`src/isaPkg.sv`:
```
package isaPkg;

    // data and instruction word
    typedef logic [31:0] wordT;

    // register index, x0 to x31
    typedef logic [4:0] regAddrT;

    // major opcodes of the supported subset
    typedef enum logic [6:0] {
        OP     = 7'b0110011,
        OP_IMM = 7'b0010011,
        LOAD   = 7'b0000011,
        STORE  = 7'b0100011,
        BRANCH = 7'b1100011
    } opcodeT;

    typedef enum logic [1:0] {
        ALU_ADD,
        ALU_SUB,
        ALU_AND,
        ALU_OR
    } aluOpT;

    // funct3 codes used by the decoder
    localparam logic [2:0] FUNCT3_ADD = 3'b000;
    localparam logic [2:0] FUNCT3_OR  = 3'b110;
    localparam logic [2:0] FUNCT3_AND = 3'b111;
    localparam logic [2:0] FUNCT3_LW  = 3'b010;
    localparam logic [2:0] FUNCT3_SW  = 3'b010;
    localparam logic [2:0] FUNCT3_BEQ = 3'b000;

    // funct7 codes, SUB is the only alternate
    localparam logic [6:0] FUNCT7_BASE = 7'b0000000;
    localparam logic [6:0] FUNCT7_SUB  = 7'b0100000;

endpackage

```
`src/pipePkg.sv`:
```
package pipePkg;

    // fetch to decode
    typedef struct packed {
        isaPkg::wordT pc;
        isaPkg::wordT instr;
        logic         valid;
    } ifIdT;

    // decode to execute
    typedef struct packed {
        isaPkg::wordT    pc;
        isaPkg::wordT    rs1Data;
        isaPkg::wordT    rs2Data;
        isaPkg::wordT    imm;
        isaPkg::regAddrT rs1;
        isaPkg::regAddrT rs2;
        isaPkg::regAddrT rd;
        isaPkg::aluOpT   aluOp;
        logic            regWrite;
        logic            memRead;
        logic            memWrite;
        logic            branch;
        logic            useImm;
        logic            valid;
    } idExT;

    // execute to memory
    typedef struct packed {
        isaPkg::wordT    aluResult;
        isaPkg::wordT    storeData;
        isaPkg::regAddrT rd;
        logic            regWrite;
        logic            memRead;
        logic            memWrite;
        logic            valid;
    } exMemT;

    // memory to writeback
    typedef struct packed {
        isaPkg::wordT    result;
        isaPkg::regAddrT rd;
        logic            regWrite;
        logic            valid;
    } memWbT;

    // operand source picked by the hazard unit
    typedef enum logic [1:0] {
        FWD_NONE,
        FWD_WB,
        FWD_MEM
    } fwdSelT;

    // observation streams at the top level
    typedef struct packed {
        isaPkg::regAddrT rd;
        isaPkg::wordT    data;
    } wbEventT;

    typedef struct packed {
        isaPkg::wordT addr;
        isaPkg::wordT data;
    } storeEventT;

endpackage

```
`src/fetchStage.sv`:
```
`timescale 1ns/10ps

module fetchStage #(
    parameter int IMEM_DEPTH = 64
) (
    input  logic          clk,
    input  logic          rstN,
    input  logic          progWe,
    input  isaPkg::wordT  progAddr,
    input  isaPkg::wordT  progData,
    input  logic          stallF,
    input  logic          stallD,
    input  logic          flushD,
    input  logic          branchTaken,
    input  isaPkg::wordT  branchTarget,
    output pipePkg::ifIdT ifId
);

    localparam int IMEM_AW = $clog2(IMEM_DEPTH);

    isaPkg::wordT imem [IMEM_DEPTH];
    isaPkg::wordT pc;
    isaPkg::wordT instr;

    // progAddr is a word index, loaded only while reset is held
    always_ff @(posedge clk) begin
        if (progWe && !rstN) begin
            imem[progAddr[IMEM_AW-1:0]] <= progData;
        end
    end

    assign instr = imem[pc[IMEM_AW+1:2]];

    // a taken branch wins over a load-use stall
    always_ff @(posedge clk) begin
        if (!rstN) begin
            pc <= '0;
        end else if (branchTaken) begin
            pc <= branchTarget;
        end else if (!stallF) begin
            pc <= pc + 32'd4;
        end
    end

    always_ff @(posedge clk) begin
        if (!rstN || flushD) begin
            ifId.valid <= 1'b0;
        end else if (!stallD) begin
            ifId <= '{pc: pc, instr: instr, valid: 1'b1};
        end
    end

    // the program port must stay quiet once the core runs
    assert property (@(posedge clk) rstN |-> !progWe)
        else $error("program write while the core is running");

endmodule

```
`config.mk`:
```
export PLATFORM = sky130hd
export DESIGN_NAME = fetchStage
export DESIGN_NICKNAME = d
export VERILOG_FILES = /design/src/isaPkg.sv /design/src/pipePkg.sv /design/src/fetchStage.sv
export SDC_FILE = /design/constraint.sdc
export NUM_CORES = 2
export LEC_CHECK = 0
export BUFFER_PORTS_ARGS = -buffer_cell sky130_fd_sc_hd__buf_2
export CAP_MARGIN = 20
export CORE_UTILIZATION = 27
export CTS_BUF_LIST = sky130_fd_sc_hd__clkbuf_4
export DETAILED_ROUTE_END_ITERATION = 10
export SYNTH_ARGS = -nofsm -noshare
export SYNTH_HDL_FRONTEND = slang
export SYNTH_SLANG_ARGS = --single-unit
```
`constraint.sdc`:
```
create_clock -name clk -period 7.7 [get_ports clk]
set_input_delay 1.54 -clock clk [delete_from_list [all_inputs] [get_ports clk]]
set_output_delay 1.54 -clock clk [all_outputs]
set_load 0.05 [all_outputs]
```
==> impl_metrics.env <==
export IMPL_status="finished, final reports clean"
export IMPL_pwr_share_seq=0.545
export IMPL_synthDistinctLibCells=62
export IMPL_boundaryPins=168
export IMPL_synth_top_family_by_area="multiplexers"
export IMPL_ys_ff_latch=2145
export IMPL_rrSetupSlack_ns=3.67
export IMPL_ys_flop_type="edfxtp_1"
export IMPL_drc=0
export IMPL_r2r_end="ifId[17]"
export IMPL_cts_tree="done"
export IMPL_die_h_um=554
export IMPL_min_delay_worst_endpoint="ifId[33]"
export IMPL_detail_route_wl_per_cell_um=24.1
export IMPL_reg2reg_from="pc[4]"
export IMPL_worstHoldStart="pc[0]"
export IMPL_start_util=0.271
export IMPL_end_kind="flop"
export IMPL_final_util=0.315
export IMPL_power_switching_uw=5400
export IMPL_root_buffer="clkbuf_4"
export IMPL_grt_pass1_vias=42000
export IMPL_crit_arrival_ns=5.02
export IMPL_crit_type="reg2reg"
export IMPL_synth_seq_area_share=0.780
export IMPL_ant_nets=0
export IMPL_cpPeakStageDelay_ns=0.91
export IMPL_core_rowCount=202
export IMPL_min_period_over_period=0.523
export IMPL_worst_pin_slew_ns=1.15
export IMPL_cp_cell_sequence="buf_12 -> buf_4 -> mux4_2 -> nor2b_1 -> a2111oi_0 -> nor4_1"
export IMPL_synth_compound_area_frac=0.0162
export IMPL_area_growth_pct=16.0
export IMPL_synth_mux_area_frac=0.170
export IMPL_cp_required_ns=8.69
export IMPL_dieArea_sq_um=307000
export IMPL_netlist_instances=3534
export IMPL_die_x_um=554
export IMPL_p_int_uw=18400
export IMPL_syn_nets=3638
export IMPL_dpl_hpwl_mm=115
export IMPL_fin_setup_tns_ns=0
export IMPL_slew_headroom=0.211
export IMPL_hold_depth=0
export IMPL_syn_avg_cell_area_sq_um=23.3
export IMPL_setup_viol=0
export IMPL_drv_cap=0
export IMPL_grt_pass1_wl_mm=294
export IMPL_switching_share=0.227
export IMPL_max_clock_freq_ghz=0.248
export IMPL_drive_above_1_share=0.391
export IMPL_htree_num_levels=6
export IMPL_slew_violations=0
export IMPL_cts_buffers=556
export IMPL_vias=40300
export IMPL_finalHoldViolations=0
export IMPL_clock_latency_ns=1.36
export IMPL_cp_max_fo=64
export IMPL_synth_warnings=0
export IMPL_syn_area_sq_um=82200
export IMPL_critPathSlowestCell="a2111oi_0"
export IMPL_cts_hold_buffers_added=0
export IMPL_critPathLaunchType="flop"
export IMPL_hold_class="reg2reg"
export IMPL_synth_edff_count=2112
export IMPL_gp_congestion=0.803
export IMPL_grt_util_all_layers=0.132
export IMPL_finalNetCount=4282
export IMPL_grt_setup_unrepaired="no"
export IMPL_n_fill_cell=29000
export IMPL_clk_path_buf_depth=4
export IMPL_firstDrtPassIters=6
export IMPL_synth_xor_area_share=0.00192
export IMPL_antenna_found_initial=42
export IMPL_post_cts_buffers=0
export IMPL_clock_sinks=2145
export IMPL_synthAdderAreaFrac=0.000152
export IMPL_fin_skew_ns=0.139
export IMPL_ir_worst_vdd_uv=98.1
export IMPL_port_buffers=141
export IMPL_clk_pin_slew_ns=0.06
export IMPL_pwr_share_comb=0.064
export IMPL_powerDensity_nw_per_um2=249
export IMPL_grt_max_degree=117
export IMPL_worst_hold_slack_ns=0.439
export IMPL_cts_resized_gates=0
export IMPL_p_leak_uw=0.0294
export IMPL_reg2regPathDepth=6
export IMPL_ys_async_sr_fraction=0
export IMPL_core_area_sq_um=303000
export IMPL_synthSimpleGateAreaFrac=0.0178
export IMPL_fin_crit_ns=4.03
export IMPL_wirelength_mm=206
export IMPL_detail_route_iter0_violations=4378
export IMPL_vias_per_cell=4.72
export IMPL_pwr_share_clk=0.391
export IMPL_grt_ovfl_total=0
-- kinds of logic (layout without fill, tap and decap cells) --
| group | count (synthesis) | after routing |
|---|---|---|
| AO/OA/AOI/OAI | 186 | 186 |
| XOR/XNOR | 18 | 18 |
| AND/OR/NAND/NOR | 290 | 290 |
| other | 0 | 21 |
| multiplexers | 689 | 689 |
| buffers and inverters | 205 | 1208 |
| adder cells (fa/ha/maj) | 1 | 1 |
| flip-flops | 2145 | 2145 |
-- flip-flops by register name, indices dropped and copies added (netlist names) --
name  count
imem   2048
ifId     65
pc       32
-- layer usage --
metal	track usage	wire length, um	vias to the layer above
met5	0	79	-
met1	0.175	84800	21400
met4	0.0484	5250	10
met3	0.0338	16500	339
li1	-	-	16800
met2	0.209	99200	1743
-- cell type report --
cell class | count | area (sq um) | area share
Inverter | 12 | 50.0 | 0.000525
Antenna cell | 21 | 52.6 | 0.000551
Sequential cell | 2145 | 64100 | 0.673
Clock buffer | 792 | 5950 | 0.0624
Multi-Input combinational cell | 1184 | 17500 | 0.183
Tap cell | 3978 | 4980 | 0.0522
Timing Repair Buffer | 279 | 2110 | 0.0221
Clock inverter | 125 | 622 | 0.00652
-- power by group through the flow --
stage | logic (uW) | clock network [uW] | registers [uW]
2_1_floorplan | 899 | 0 | 13200
3_3_place_gp | 1490 | 0 | 13200
3_5_place_dp | 1510 | 0 | 13200
4_1_cts | 1510 | 9560 | 13000
5_1_grt | 1620 | 10200 | 13000
6_report | 1520 | 9290 | 13000
-- metrics by stage --
stage / power (uW) / area, sq um / worst slack (ns) / std cells
6_report: 23800 / 95300 / 3.67 / 8536
5_1_grt: 24700 / 95300 / 3.59 / 8534
4_1_cts: 24000 / 94800 / 3.69 / 8494
3_5_place_dp: 14700 / 88300 / 2.59 / 7577
3_3_place_gp: 14700 / 88300 / 2.61 / 7575
2_1_floorplan: 14100 / 82200 / 2.71 / 3534
-- critical path: cells and delay by family (launching register included) --
kind / cells / cell delay (ns)
AOI/OAI and AO/OA: 1 / 0.91
buffers and inverters: 2 / 1.11
DFF: 1 / 0.79
muxes: 1 / 0.39
and+or+nand+nor: 2 / 0.33
-- worst max path at each step --
| stage | start | endpoint | slack, ns | depth (start not counted) |
|---|---|---|---|---|
| 4_1_cts | ifId[26] | ifId[26] | 3.69 | 1 |
| 5_1_grt | pc[4] | ifId[17] | 3.59 | 6 |
| 3_5_place_dp | rstN | imem[53][31] | 2.59 | 6 |
| 3_3_place_gp | rstN | imem[53][15] | 2.61 | 6 |
| 2_1_floorplan | rstN | ifId[10] | 2.71 | 3 |
| 6_report | pc[4] | ifId[17] | 3.67 | 6 |
-- synth_stat cells (all sizes together), types with 17 or more instances --
| cell type | number | area [sq um] |
|---|---|---|
| a211oi | 22 | 165 |
| a21oi | 29 | 145 |
| buf | 150 | 941 |
| clkbuf | 43 | 161 |
| dfxtp | 33 | 661 |
| edfxtp | 2112 | 63400 |
| mux2 | 18 | 203 |
| mux2i | 106 | 1060 |
| mux4 | 565 | 12700 |
| nand2 | 79 | 297 |
| nor2 | 97 | 364 |
| o211a | 17 | 170 |
| o21ai | 17 | 85.1 |
| o22ai | 21 | 131 |
-- cells in the final DEF, fill, tap and decap left out, types with 26 or more instances in the layout --
| cell | synthesis | final |
|---|---|---|
| a21oi_1 | 29 | 29 |
| clkinv_1 | 1 | 95 |
| buf_12 | 0 | 26 |
| buf_4 | 43 | 106 |
| dfxtp_1 | 33 | 27 |
| nor2_4 | 0 | 65 |
| clkbuf_4 | 0 | 792 |
| nor2_1 | 97 | 32 |
| edfxtp_1 | 2112 | 2112 |
| nand2_1 | 79 | 79 |
| buf_2 | 80 | 144 |
| mux2i_1 | 106 | 106 |
| mux4_2 | 565 | 565 |
(Power assumes the default switching activity.)
