[src/isaPkg.sv]
package isaPkg;

    // data and instruction word
    typedef logic [31:0] wordT;

    // register index, x0 to x31
    typedef logic [4:0] regAddrT;

    // major opcodes of the supported subset
    typedef enum logic [6:0] {
        OP     = 7'b0110011,
        OP_IMM = 7'b0010011,
        LOAD   = 7'b0000011,
        STORE  = 7'b0100011,
        BRANCH = 7'b1100011
    } opcodeT;

    typedef enum logic [1:0] {
        ALU_ADD,
        ALU_SUB,
        ALU_AND,
        ALU_OR
    } aluOpT;

    // funct3 codes used by the decoder
    localparam logic [2:0] FUNCT3_ADD = 3'b000;
    localparam logic [2:0] FUNCT3_OR  = 3'b110;
    localparam logic [2:0] FUNCT3_AND = 3'b111;
    localparam logic [2:0] FUNCT3_LW  = 3'b010;
    localparam logic [2:0] FUNCT3_SW  = 3'b010;
    localparam logic [2:0] FUNCT3_BEQ = 3'b000;

    // funct7 codes, SUB is the only alternate
    localparam logic [6:0] FUNCT7_BASE = 7'b0000000;
    localparam logic [6:0] FUNCT7_SUB  = 7'b0100000;

endpackage

[src/pipePkg.sv]
package pipePkg;

    // fetch to decode
    typedef struct packed {
        isaPkg::wordT pc;
        isaPkg::wordT instr;
        logic         valid;
    } ifIdT;

    // decode to execute
    typedef struct packed {
        isaPkg::wordT    pc;
        isaPkg::wordT    rs1Data;
        isaPkg::wordT    rs2Data;
        isaPkg::wordT    imm;
        isaPkg::regAddrT rs1;
        isaPkg::regAddrT rs2;
        isaPkg::regAddrT rd;
        isaPkg::aluOpT   aluOp;
        logic            regWrite;
        logic            memRead;
        logic            memWrite;
        logic            branch;
        logic            useImm;
        logic            valid;
    } idExT;

    // execute to memory
    typedef struct packed {
        isaPkg::wordT    aluResult;
        isaPkg::wordT    storeData;
        isaPkg::regAddrT rd;
        logic            regWrite;
        logic            memRead;
        logic            memWrite;
        logic            valid;
    } exMemT;

    // memory to writeback
    typedef struct packed {
        isaPkg::wordT    result;
        isaPkg::regAddrT rd;
        logic            regWrite;
        logic            valid;
    } memWbT;

    // operand source picked by the hazard unit
    typedef enum logic [1:0] {
        FWD_NONE,
        FWD_WB,
        FWD_MEM
    } fwdSelT;

    // observation streams at the top level
    typedef struct packed {
        isaPkg::regAddrT rd;
        isaPkg::wordT    data;
    } wbEventT;

    typedef struct packed {
        isaPkg::wordT addr;
        isaPkg::wordT data;
    } storeEventT;

endpackage

[src/executeStage.sv]
`timescale 1ns/10ps

module executeStage (
    input  logic             clk,
    input  logic             rstN,
    input  pipePkg::idExT    idEx,
    input  pipePkg::exMemT   exMem,
    input  pipePkg::memWbT   memWb,
    input  pipePkg::fwdSelT  fwdA,
    input  pipePkg::fwdSelT  fwdB,
    output pipePkg::exMemT   exMemOut,
    output logic             branchTaken,
    output isaPkg::wordT     branchTarget
);

    isaPkg::wordT opA;
    isaPkg::wordT rs2Val;
    isaPkg::wordT opB;
    isaPkg::wordT aluOut;

    function automatic isaPkg::wordT fwdMux(
        input pipePkg::fwdSelT sel,
        input isaPkg::wordT    regVal,
        input isaPkg::wordT    memVal,
        input isaPkg::wordT    wbVal
    );
        case (sel)
            pipePkg::FWD_MEM: return memVal;
            pipePkg::FWD_WB:  return wbVal;
            default:          return regVal;
        endcase
    endfunction

    assign opA    = fwdMux(fwdA, idEx.rs1Data, exMem.aluResult, memWb.result);
    assign rs2Val = fwdMux(fwdB, idEx.rs2Data, exMem.aluResult, memWb.result);
    assign opB    = idEx.useImm ? idEx.imm : rs2Val;

    always_comb begin
        case (idEx.aluOp)
            isaPkg::ALU_SUB: aluOut = opA - opB;
            isaPkg::ALU_AND: aluOut = opA & opB;
            isaPkg::ALU_OR:  aluOut = opA | opB;
            default:         aluOut = opA + opB;
        endcase
    end

    // BEQ compares the forwarded register values
    assign branchTaken  = idEx.valid && idEx.branch && (opA == rs2Val);
    assign branchTarget = idEx.pc + idEx.imm;

    always_ff @(posedge clk) begin
        if (!rstN) begin
            exMemOut.valid    <= 1'b0;
            exMemOut.regWrite <= 1'b0;
            exMemOut.memRead  <= 1'b0;
            exMemOut.memWrite <= 1'b0;
        end else begin
            exMemOut.aluResult <= aluOut;
            exMemOut.storeData <= rs2Val;
            exMemOut.rd        <= idEx.rd;
            exMemOut.regWrite  <= idEx.regWrite;
            exMemOut.memRead   <= idEx.memRead;
            exMemOut.memWrite  <= idEx.memWrite;
            exMemOut.valid     <= idEx.valid;
        end
    end

    // memory-stage forwarding only makes sense from a writing instruction
    assert property (@(posedge clk) disable iff (!rstN)
        (fwdA == pipePkg::FWD_MEM) |-> exMem.regWrite)
        else $error("operand A forwarded from a non-writing memory stage");

endmodule

[config.mk]
export PLATFORM = sky130hd
export DESIGN_NAME = executeStage
export DESIGN_NICKNAME = d
export VERILOG_FILES = /design/src/isaPkg.sv /design/src/pipePkg.sv /design/src/executeStage.sv
export SDC_FILE = /design/constraint.sdc
export NUM_CORES = 1
export LEC_CHECK = 0
export ABC_AREA = 1
export BUFFER_PORTS_ARGS = -buffer_cell sky130_fd_sc_hd__buf_2
export CORE_AREA = 2 2 145 147
export DETAILED_ROUTE_END_ITERATION = 8
export DIE_AREA = 0 0 147 149
export PLACE_DENSITY_LB_ADDON = 0.05
export SLEW_MARGIN = 20
export SYNTH_ARGS = -nofsm -noshare
export SYNTH_HDL_FRONTEND = slang
export SYNTH_SLANG_ARGS = --single-unit
[constraint.sdc]
create_clock -name clk -period 7 [get_ports clk]
set_clock_uncertainty 0.05 [all_clocks]
set_input_delay 1.05 -clock clk [delete_from_list [all_inputs] [get_ports clk]]
set_output_delay 1.05 -clock clk [all_outputs]
set_load 0.01 [all_outputs]
==> results.md <==
- Status: finished, final reports clean
- Max VDD drop: 0.09499 mV
- Top delay family on crit path: simple AND/OR/NAND/NOR gates
- WS Path Type: input port to register
- Maximum fanout along the worst path: 60
- Setup crit start kind: input port
- Vias/cell: 5.501
- IO Pins: 375
- HPWL reported at the end of detailed placement: 31820 um
- Fin crit period: 5.258 ns
- Nets: 2189
- Worst Hold Launch: idEx[10]
- CTS tree: done
- Ys flop type: edfxtp_1
- Syn_area_per_cell: 6.346 um^2
- First-iteration detailed-routing DRC count: 1146
- Worst Path Buf+Inv: 4
- Worst endpoint required time: 7.05 ns
- Synth cell types: 49
- Main area contributors after synthesis: edfxtp_1, nand2_1, ha_1
- Drt total wl: 38690 um
- Core Util, Final: 0.5820
- Max Slew Vio Count: 0
- Most used cell along the critical path: nand3_1
- Seq/Total Area, Yosys: 0.2198
- Synth cell count leaders: nand2_1, inv_1, nand3_1
- Post-CTS Setup Bufs: 0
- Layout cells sized above 1: 0.2095
- EDFF count, synth: 69
- Leakage: 6.055 nW
- Yosys synthesis warning count: 0
- Clock share of power: 0.205
- Max clock buf depth: 2
- Initial Utilization: 0.4763
- Final Cell Area: 11970 um^2
- Yosys reg bits: 73
- Biggest register: exMemOut
- Crit-path max cell delay: 0.44 ns
- Area share of the largest cell type after synthesis: 0.2116
- Vias in the first global route: 10865
- DR pass1 iterations: 6
- Met3 usage: 0.08349
- Met2 GRT Util: 0.5653
- CTS H-tree depth: 3
- Die H: 149 um
- Fin crit share: 0.7511
- Peak Freq: 190.2 MHz
- Gr busiest metal: met2
- Final worst slack: 1.742 ns
- Final hold vios: 0
- Placer Congestion: 1.017
- CTS resizes: 0
- Post-synthesis cell area: 9792 um^2
- Hold Path End: exMemOut[6]$_DFFE_PP_
- DIE AREA: 21900 um^2
- Switching pwr: 1.078 mW
- Top cell type by total area after synthesis: edfxtp_1
- Placement Setup Slack: 1.495 ns
- Grt ovf: 0
- Number of antenna violations at the first check in global routing: 21
- Total negative slack: 0 ns
- Mapped Nets: 1890
- Final setup vio count: 0
- Power density over the cells: 199.9 nW/um^2
- Worst-path clk slew: 0.07 ns
- Worst Hold Path Cells: 1
- Max reg flops: 73
- FP Rows: 53
- Met1 Use GR: 0.4389
- Post-synthesis cell count: 1543
- Tightest Hold Check Type: input port to register
- Critical Path End Type: register
- Antenna-violating nets left: 0
- Drc violations: 0
- Most numerous cell in the Yosys netlist: nand2_1
- First-pass GRT wire length: 57970 um
- Synth async-reset ratio: 0
- Die width: 147 um
- Root buf cell: clkbuf_16
- GRT Util Overall: 0.3437
- Combinational power share: 0.552
- Cts hold-fix bufs: 0
- DR WL/cell: 18.09 um
- Core region area: 20560 um^2
- Pin count of the biggest net entering global routing: 74
- Clock buffer count from CTS: 9
- PortBufs: 316
- Cell area after placement: 11620 um^2
- Max_cap viols: 0
- Largest registers: exMemOut x73
- Crit path cell chain: buf_2, inv_1, ha_1, inv_4, nand3_1, nand3_1, nand2_1, inv_1, nand3_1, nor2_2, nand2_1, o21ai_1, o21ai_0, xnor2_1, ha_1, a21oi_1, o21ai_0, a21oi_1, nand2_1, a21oi_1, nand3_1, nand3_1, nand2_1
- Synth-to-Final Area Change: 22.19%
- Crit path max-delay cell type: inv_4
- Via count: 11767
- Tot Pwr: 2.391 mW
- Sequential power share: 0.242
- Switching Share: 0.4508
- TritonCTS Sinks: 73
- Int Pwr: 1.313 mW
- Slew headroom: 0.3443
- RSZ-0062 raised after global routing: no
- CP arrival: 5.31 ns
- Worst Tran Pin Value: 0.9836 ns
[layout by cell type, fill, tap and decap left out, types with 3 or more instances in the layout]
cell type | Yosys | layout
or2_0 | 4 | 4
nand3_1 | 138 | 138
a221oi_1 | 4 | 4
edfxtp_1 | 69 | 69
buf_4 | 2 | 15
nor2_1 | 107 | 107
o21ai_0 | 132 | 132
nand2_2 | 11 | 11
nand2_1 | 455 | 455
xnor2_1 | 23 | 23
diode_2 | 0 | 17
o31ai_1 | 3 | 3
ha_1 | 76 | 76
and2_1 | 4 | 4
o211ai_1 | 14 | 14
o21ai_1 | 4 | 4
xor2_1 | 55 | 55
o22ai_1 | 17 | 17
nand3b_1 | 4 | 4
nor2_2 | 9 | 9
a21boi_0 | 3 | 3
a31oi_1 | 7 | 7
inv_1 | 166 | 166
nor3_1 | 18 | 18
buf_2 | 8 | 315
nand4_1 | 14 | 14
a21o_1 | 9 | 9
a21oi_1 | 88 | 88
nand3_2 | 4 | 4
nor4_1 | 9 | 9
or2_1 | 18 | 18
dfxtp_1 | 4 | 4
or2_2 | 8 | 8
clkbuf_16 | 0 | 9
o21bai_1 | 5 | 5
[cell families (layout without fill, tap and decap cells)]
kind of cell,count (synthesis),after routing,synth area share
AO/OA/AOI/OAI,292,292,0.1645
other,0,17,0
flip-flops,73,73,0.2198
buffers and inverters,213,517,0.08676
adder cells (fa/ha/maj),78,78,0.1012
AND/OR/NAND/NOR,809,809,0.3580
XOR/XNOR,78,78,0.06977
[worst max path at each step]
stage                       start                endpoint  slack, ns  cells past startpoint
after global placement    fwdB[0]  exMemOut[72]$_DFFE_PP_       1.53                     26
after CTS                 fwdB[0]  exMemOut[65]$_DFFE_PP_       1.89                     20
after floorplan           fwdB[0]  exMemOut[65]$_DFFE_PP_       2.35                     25
after global routing      fwdB[0]  exMemOut[72]$_DFFE_PP_       1.43                     26
final                     fwdB[0]  exMemOut[72]$_DFFE_PP_       1.74                     23
after detailed placement  fwdB[0]  exMemOut[65]$_DFFE_PP_       1.49                     20
[per-stage QoR]
stage          instances  hold slack (ns)
5_1_grt             2135           0.8122
3_5_place_dp        2106            1.179
4_1_cts             2122           0.8012
6_report            2139           0.8125
3_3_place_gp        2106            1.176
2_1_floorplan       1543            1.093
[power by group through the flow]
stage          registers, mW  logic, mW  clock network, mW
3_3_place_gp           0.588       1.28                  0
3_5_place_dp           0.589       1.29                  0
4_1_cts                0.580       1.30              0.497
6_report               0.580       1.32              0.491
5_1_grt                0.585       1.46              0.508
2_1_floorplan          0.628      0.823                  0
[metal layers]
metal,wire length [um],part of all wire,vias to the layer above
met1,15610,0.40,5290
met2,17670,0.46,596
met5,42,0.0011,-
met4,1387,0.036,8
li1,-,-,5777
met3,3977,0.10,96
[area by class of cell]
type | count | area [um^2]
well taps | 275 | 344.1
inverters | 171 | 644.4
fillers | 2095 | 8592
clock inverters | 7 | 77.57
flip-flops and latches | 73 | 2152
repair buffers | 330 | 1689
clock buffers | 9 | 225.2
diodes | 17 | 42.54
multi-input cells | 1257 | 6790
(Power assumes the default switching activity.)
