==> src/isaPkg.sv <==
package isaPkg;

    // data and instruction word
    typedef logic [31:0] wordT;

    // register index, x0 to x31
    typedef logic [4:0] regAddrT;

    // major opcodes of the supported subset
    typedef enum logic [6:0] {
        OP     = 7'b0110011,
        OP_IMM = 7'b0010011,
        LOAD   = 7'b0000011,
        STORE  = 7'b0100011,
        BRANCH = 7'b1100011
    } opcodeT;

    typedef enum logic [1:0] {
        ALU_ADD,
        ALU_SUB,
        ALU_AND,
        ALU_OR
    } aluOpT;

    // funct3 codes used by the decoder
    localparam logic [2:0] FUNCT3_ADD = 3'b000;
    localparam logic [2:0] FUNCT3_OR  = 3'b110;
    localparam logic [2:0] FUNCT3_AND = 3'b111;
    localparam logic [2:0] FUNCT3_LW  = 3'b010;
    localparam logic [2:0] FUNCT3_SW  = 3'b010;
    localparam logic [2:0] FUNCT3_BEQ = 3'b000;

    // funct7 codes, SUB is the only alternate
    localparam logic [6:0] FUNCT7_BASE = 7'b0000000;
    localparam logic [6:0] FUNCT7_SUB  = 7'b0100000;

endpackage

==> src/pipePkg.sv <==
package pipePkg;

    // fetch to decode
    typedef struct packed {
        isaPkg::wordT pc;
        isaPkg::wordT instr;
        logic         valid;
    } ifIdT;

    // decode to execute
    typedef struct packed {
        isaPkg::wordT    pc;
        isaPkg::wordT    rs1Data;
        isaPkg::wordT    rs2Data;
        isaPkg::wordT    imm;
        isaPkg::regAddrT rs1;
        isaPkg::regAddrT rs2;
        isaPkg::regAddrT rd;
        isaPkg::aluOpT   aluOp;
        logic            regWrite;
        logic            memRead;
        logic            memWrite;
        logic            branch;
        logic            useImm;
        logic            valid;
    } idExT;

    // execute to memory
    typedef struct packed {
        isaPkg::wordT    aluResult;
        isaPkg::wordT    storeData;
        isaPkg::regAddrT rd;
        logic            regWrite;
        logic            memRead;
        logic            memWrite;
        logic            valid;
    } exMemT;

    // memory to writeback
    typedef struct packed {
        isaPkg::wordT    result;
        isaPkg::regAddrT rd;
        logic            regWrite;
        logic            valid;
    } memWbT;

    // operand source picked by the hazard unit
    typedef enum logic [1:0] {
        FWD_NONE,
        FWD_WB,
        FWD_MEM
    } fwdSelT;

    // observation streams at the top level
    typedef struct packed {
        isaPkg::regAddrT rd;
        isaPkg::wordT    data;
    } wbEventT;

    typedef struct packed {
        isaPkg::wordT addr;
        isaPkg::wordT data;
    } storeEventT;

endpackage

==> src/hazardUnit.sv <==
`timescale 1ns/10ps

module hazardUnit (
    input  isaPkg::regAddrT  rs1D,
    input  isaPkg::regAddrT  rs2D,
    input  isaPkg::regAddrT  rs1E,
    input  isaPkg::regAddrT  rs2E,
    input  isaPkg::regAddrT  rdE,
    input  logic             memReadE,
    input  isaPkg::regAddrT  rdM,
    input  logic             regWriteM,
    input  isaPkg::regAddrT  rdW,
    input  logic             regWriteW,
    input  logic             branchTaken,
    output pipePkg::fwdSelT  fwdA,
    output pipePkg::fwdSelT  fwdB,
    output logic             stallF,
    output logic             stallD,
    output logic             flushD,
    output logic             flushE
);

    logic loadUse;

    // the younger producer in memory wins over writeback
    function automatic pipePkg::fwdSelT pickFwd(input isaPkg::regAddrT rs);
        if (regWriteM && rdM != '0 && rdM == rs) begin
            return pipePkg::FWD_MEM;
        end else if (regWriteW && rdW != '0 && rdW == rs) begin
            return pipePkg::FWD_WB;
        end
        return pipePkg::FWD_NONE;
    endfunction

    assign fwdA = pickFwd(rs1E);
    assign fwdB = pickFwd(rs2E);

    // load result is not ready for the instruction right behind it
    assign loadUse = memReadE && (rdE != '0) && (rdE == rs1D || rdE == rs2D);

    assign stallF = loadUse;
    assign stallD = loadUse;
    assign flushD = branchTaken;
    assign flushE = branchTaken || loadUse;

endmodule

==> config.mk <==
export PLATFORM = sky130hd
export DESIGN_NAME = hazardUnit
export DESIGN_NICKNAME = d
export VERILOG_FILES = /design/src/isaPkg.sv /design/src/pipePkg.sv /design/src/hazardUnit.sv
export SDC_FILE = /design/constraint.sdc
export NUM_CORES = 1
export LEC_CHECK = 0
export BUFFER_PORTS_ARGS = -buffer_cell sky130_fd_sc_hd__buf_4
export CAP_MARGIN = 40
export CORE_AREA = 2 2 39 41
export DETAILED_ROUTE_END_ITERATION = 8
export DIE_AREA = 0 0 41 43
export PLACE_DENSITY = 0.75
export SETUP_SLACK_MARGIN = 0.02
export SYNTH_ARGS = -nofsm -noshare
export SYNTH_HDL_FRONTEND = slang
export SYNTH_SLANG_ARGS = --single-unit
==> constraint.sdc <==
create_clock -name vclk -period 2.2
set_input_delay 0.44 -clock vclk [all_inputs]
set_output_delay 0.44 -clock vclk [all_outputs]
set_load 0.01 [all_outputs]
==> results of run 1 <==
[logic make-up (layout without fill, tap and decap cells)]
family / Yosys count / in the layout / share of synthesized area
buf+inv: 2 / 49 / 0.03592
xor+xnor: 30 / 30 / 0.6287
simple gates: 16 / 16 / 0.2545
compound gates: 5 / 5 / 0.08083
[path summary, 6_finish.rpt]
kind,start,end,slack [ps],cells past startpoint
worst max-delay path,rdM[3],fwdA[0],70,6
worst min-delay path,branchTaken,flushD,1070,2
[final cells by class]
type                       count  area, um^2
multi-input combinational     51       426.7
timing repair buffer          49       367.9
tap                           16       20.02
fill                         135       569.3
[layer usage]
layer / wire (um) / GRT usage / up-vias
met3: 72 / 0.005236 / 0
li1: - / - / 281
met5: 0 / 0 / -
met1: 547 / 0.2184 / 219
met2: 702 / 0.2906 / 16
met4: 0 / 0 / 0
[stage by stage]
step / total power, mW / setup slack [ps] / cells
global placement: 0.1394 / 23.80 / 116
finish: 0.1460 / 74.25 / 116
CTS: 0.1442 / 33.41 / 116
detailed placement: 0.1415 / -47.47 / 116
floorplan: 0.05514 / 176.2 / 53
global route: 0.1610 / 11.76 / 116
[report_power, final]
part / total [mW] / switching, mW / internal, mW
combinational: 0.146 / 0.0601 / 0.0858
clock: 0 / 0 / 0
sequential: 0 / 0 / 0
total: 0.146 / 0.0601 / 0.0858
[layout by cell type, fill, tap and decap left out]
cell	instances
o21ai_4	1
o21ai_0	1
or4_4	1
a22oi_1	1
or4_1	4
o21bai_1	1
nand3_1	2
nor4_2	4
nor3_1	2
nor2_1	3
o21ai_1	1
buf_4	49
xor2_1	24
xnor2_1	6
[timing repair]
action / in CTS / in global routing
pin swaps: 3 / 3
resized for setup: 2 / 2
hold buffers: 0 / 0
setup endpoints to repair: 2 / 2
gates cloned: 0 / 0
==> out/metrics.yaml, run 1 <==
syn_area_um2: 417.9
tightest_slew_ps: 339.3
die_w_um: 41
io_buffer_count: 47
wire_per_inst_um: 11.40
overflow: 0
design_area_um2: 814.5
areaGrowthSynthToFinish_pct: 94.91
p_leak_nw: 0.3806
slew_viol_final: 0
ff_latch_area_um2: 0
post_dp_cell_area_um2: 790.8
gp_congestion: 0.7850
peakVddDrop_uv: 70.81
viasPerCell: 4.448
finalSetupTns_ps: 0
start_util: 0.3020
syn_area_per_cell_um2: 7.885
slowest_stage: "or4_4"
layout.nets: 141
dp_hpwl_mm: 1.199
die-area_mm2: 0.001763
cap_viol_max_count: 0
seq_cells: 0
grt_pass1_vias: 514
rsz0062_at_grt: "yes"
antenna_found_initial: 0
synth_area_leaders: "xor2_1, xnor2_1, or4_1"
num_rows: 14
vias: 516
die_height_um: 43
synth_common_cells: "xor2_1, xnor2_1, or4_1"
drive_gt1_frac: 0.5500
yosysTopAreaCell: "xor2_1"
setup_viol: 0
ios: 47
timing_worst_setup_path_type: "in2out"
period_share: 0.9662
core_mm2: 0.001384
grt_pass1_wl_mm: 2.111
startpoint_type: "primary input"
synth_cell_types: 14
cts_setup_buffers: 0
status: "completed"
yosysMostFrequentCell: "xor2_1"
period_needed_ps: 2126
whs_ps: 1069
max_freq_mhz: 470.4
nClkBuffers: 0
powerDensity_mw_per_mm2: 179.2
synth_top_area_frac: 0.5030
path_max_fanout: 2
final_hold_viol_count: 0
maxSlewHeadroom: 0.7719
arrival_ps: 1690
syn_inst: 53
yosysWarningCount: 0
grt_max_degree: 4
min_path_type: "in2out"
critPathTopFamily: "simple AND/OR/NAND/NOR gates"
cp-end-kind: "output pin"
drc: 0
track_usage: 0.1628
synth_seq_area_share: 0
wl_mm: 1.322
cp_cell_sequence: "buf_4, or4_4, o21ai_4, nor4_2, nor4_2, buf_4"
ant_nets: 0
dr.pass1.iters: 2
cp.required_ps: 1760
crit_path_max_incr_delay_ps: 540
num_antenna_cells: 0
cp.buffers_inverters: 2
final_core_util: 0.5886
drt_iter0_markers: 1
syn_nets: 92
No activity file was read; power rests on OpenSTA's default activity.
==> run 2: changes to the inputs <==
--- a/config.mk
+++ b/config.mk
@@ -7,11 +7,14 @@
 export LEC_CHECK = 0
 export BUFFER_PORTS_ARGS = -buffer_cell sky130_fd_sc_hd__buf_4
 export CAP_MARGIN = 40
-export CORE_AREA = 2 2 39 41
+export CELL_PAD_IN_SITES_DETAIL_PLACEMENT = 2
+export CELL_PAD_IN_SITES_GLOBAL_PLACEMENT = 2
+export CORE_ASPECT_RATIO = 0.5
+export CORE_UTILIZATION = 16
 export DETAILED_ROUTE_END_ITERATION = 8
-export DIE_AREA = 0 0 41 43
-export PLACE_DENSITY = 0.75
+export PLACE_DENSITY_LB_ADDON = 0.1
 export SETUP_SLACK_MARGIN = 0.02
+export SKIP_LAST_GASP = 1
 export SYNTH_ARGS = -nofsm -noshare
 export SYNTH_HDL_FRONTEND = slang
 export SYNTH_SLANG_ARGS = --single-unit
==> run 2 against run 1 <==
Compared with the run above:
- final area is 6.0% higher
- first-iteration DRC count grew to 8.0 times the previous value
- maximum frequency is 1.9% lower
- core utilization is 22 points lower
- hold slack worse by 2.4 ps
- flip-flop and latch count stayed put
- critical path depth stayed put
- sequential share of layout area stayed put
- worst setup slack worse by 41 ps
- global-route usage is 3.3 points lower
- final cell count is 18% higher
- via count is 11% higher
- critical path type unchanged
- critical endpoint is now fwdB[0]
- largest power group unchanged
==> out/metrics.yaml, run 2 (synthesis gave the netlist of run 1 again) <==
path_max_fanout: 2  # unchanged
period_share: 0.9849  # was 0.9662
setup_viol: 0  # unchanged
crit_path_max_incr_delay_ps: 540  # about the same
io_buffer_count: 47  # unchanged
final_cell_mix: "buf_4, xor2_1, xnor2_1, or4_1, nor2_1"  # was buf_4, xor2_1, xnor2_1, nor4_2, or4_1
viasPerCell: 4.168  # was 4.448
drc: 0  # unchanged
ff_latch_area_um2: 0  # unchanged
slowest_stage: "or4_4"  # unchanged
areaGrowthSynthToFinish_pct: 106.6  # was 94.91%
die_height_um: 38.14  # was 43 um
tightest_slew_ps: 450.0  # was 339.3 ps
arrival_ps: 1730  # was 1690 ps
cp_cell_sequence: "buf_6, or4_4, o21ai_4, nor4_4, nor4_2, buf_4"  # was buf_4, or4_4, o21ai_4, nor4_2, nor4_2, buf_4
layout.nets: 143  # was 141
drive_gt1_frac: 0.5490  # was 0.5500
cap_viol_max_count: 0  # unchanged
final_common_cell: "buf_4"  # unchanged
wire_per_inst_um: 13.45  # was 11.40 um
num_rows: 12  # was 14
grt_max_degree: 4  # unchanged
seq_cells: 0  # unchanged
max_freq_mhz: 461.5  # was 470.4 MHz
powerDensity_mw_per_mm2: 179.5  # was 179.2 mW/mm^2
cp-end-kind: "output pin"  # unchanged
core_mm2: 0.002342  # was 0.001384 mm^2
p_leak_nw: 0.3947  # was 0.3806 nW
min_path_type: "in2out"  # unchanged
startpoint_type: "primary input"  # unchanged
peakVddDrop_uv: 58.13  # was 70.81 uV
grt_pass1_vias: 607  # was 514
final_hold_viol_count: 0  # unchanged
rsz0062_at_grt: "yes"  # unchanged
die-area_mm2: 0.002833  # was 0.001763 mm^2
wl_mm: 1.843  # was 1.322 mm
whs_ps: 1067  # was 1069 ps
cp.required_ps: 1760  # about the same
cp.buffers_inverters: 2  # unchanged
gp_congestion: 0.7366  # was 0.7850
overflow: 0  # unchanged
status: "completed"  # unchanged
num_antenna_cells: 0  # unchanged
ant_nets: 0  # unchanged
nFillCells: 286  # was 135
ios: 47  # unchanged
slew_viol_final: 0  # unchanged
antenna_found_initial: 0  # unchanged
power_uw: 155.0  # was 146.0 uW
timing_worst_setup_path_type: "in2out"  # unchanged
maxSlewHeadroom: 0.6972  # was 0.7719
period_needed_ps: 2167  # was 2126 ps
grt_pass1_wl_mm: 2.787  # was 2.111 mm
vias: 571  # was 516
dr.pass1.iters: 2  # unchanged
start_util: 0.1784  # was 0.3020
track_usage: 0.1299  # was 0.1628
dp_hpwl_mm: 1.694  # was 1.199 mm
nClkBuffers: 0  # unchanged
drt_iter0_markers: 8  # was 1
critPathTopFamily: "simple AND/OR/NAND/NOR gates"  # unchanged
die_w_um: 74.28  # was 41 um
## run 2: cell types whose count changed in the layout (fill, tap and decap cells not counted), sizes merged
cell,change
buf,+2
## run 2: per-stage QoR
stage	setup slack, ps	std cells	utilization	instance area [um^2]	setup TNS [ps]
global placement	6.002	136	0.3510	822.0	0
finish	33.21	137	0.3686	863.3	0
CTS	23.41	136	0.3552	832.0	0
detailed placement	-28.21	136	0.3510	822.0	-30.89
floorplan	176.2	53	-	417.9	0
global route	-32.97	137	0.3686	863.3	-43.01
## run 2: metal layers
| metal | vias to the layer above | routed length [um] | GRT usage |
|---|---|---|---|
| met3 | 2 | 117 | 0.01053 |
| met5 | - | 0 | 0 |
| met4 | 0 | 17 | 0.02358 |
| li1 | 284 | - | - |
| met1 | 260 | 697 | 0.1404 |
| met2 | 25 | 1009 | 0.2818 |
## run 2: path summary, 6_finish.rpt
path,startpoint,endpoint,slack [ps],depth (start not counted)
min,branchTaken,flushD,1070,2
max,rdM[0],fwdB[0],30,6
## run 2: power breakdown
group | internal (mW) | switching [mW] | total, mW | leakage, nW
registers | 0 | 0 | 0 | 0
logic | 0.0896 | 0.0654 | 0.155 | 0.395
clock network | 0 | 0 | 0 | 0
total | 0.0896 | 0.0654 | 0.155 | 0.395
## run 2: what timing repair did
action,in CTS,in global routing
gates resized for setup,2,4
hold buffers,0,0
setup buffers,0,1
setup endpoints to repair,2,2
gates cloned,0,0
pin swaps,3,5
## run 2: layout make-up
type / count / area [um^2] / share of cell area
multi-input cells: 51 / 429.2 / 0.4971
repair buffers: 51 / 390.4 / 0.4522
well taps: 35 / 43.79 / 0.05072
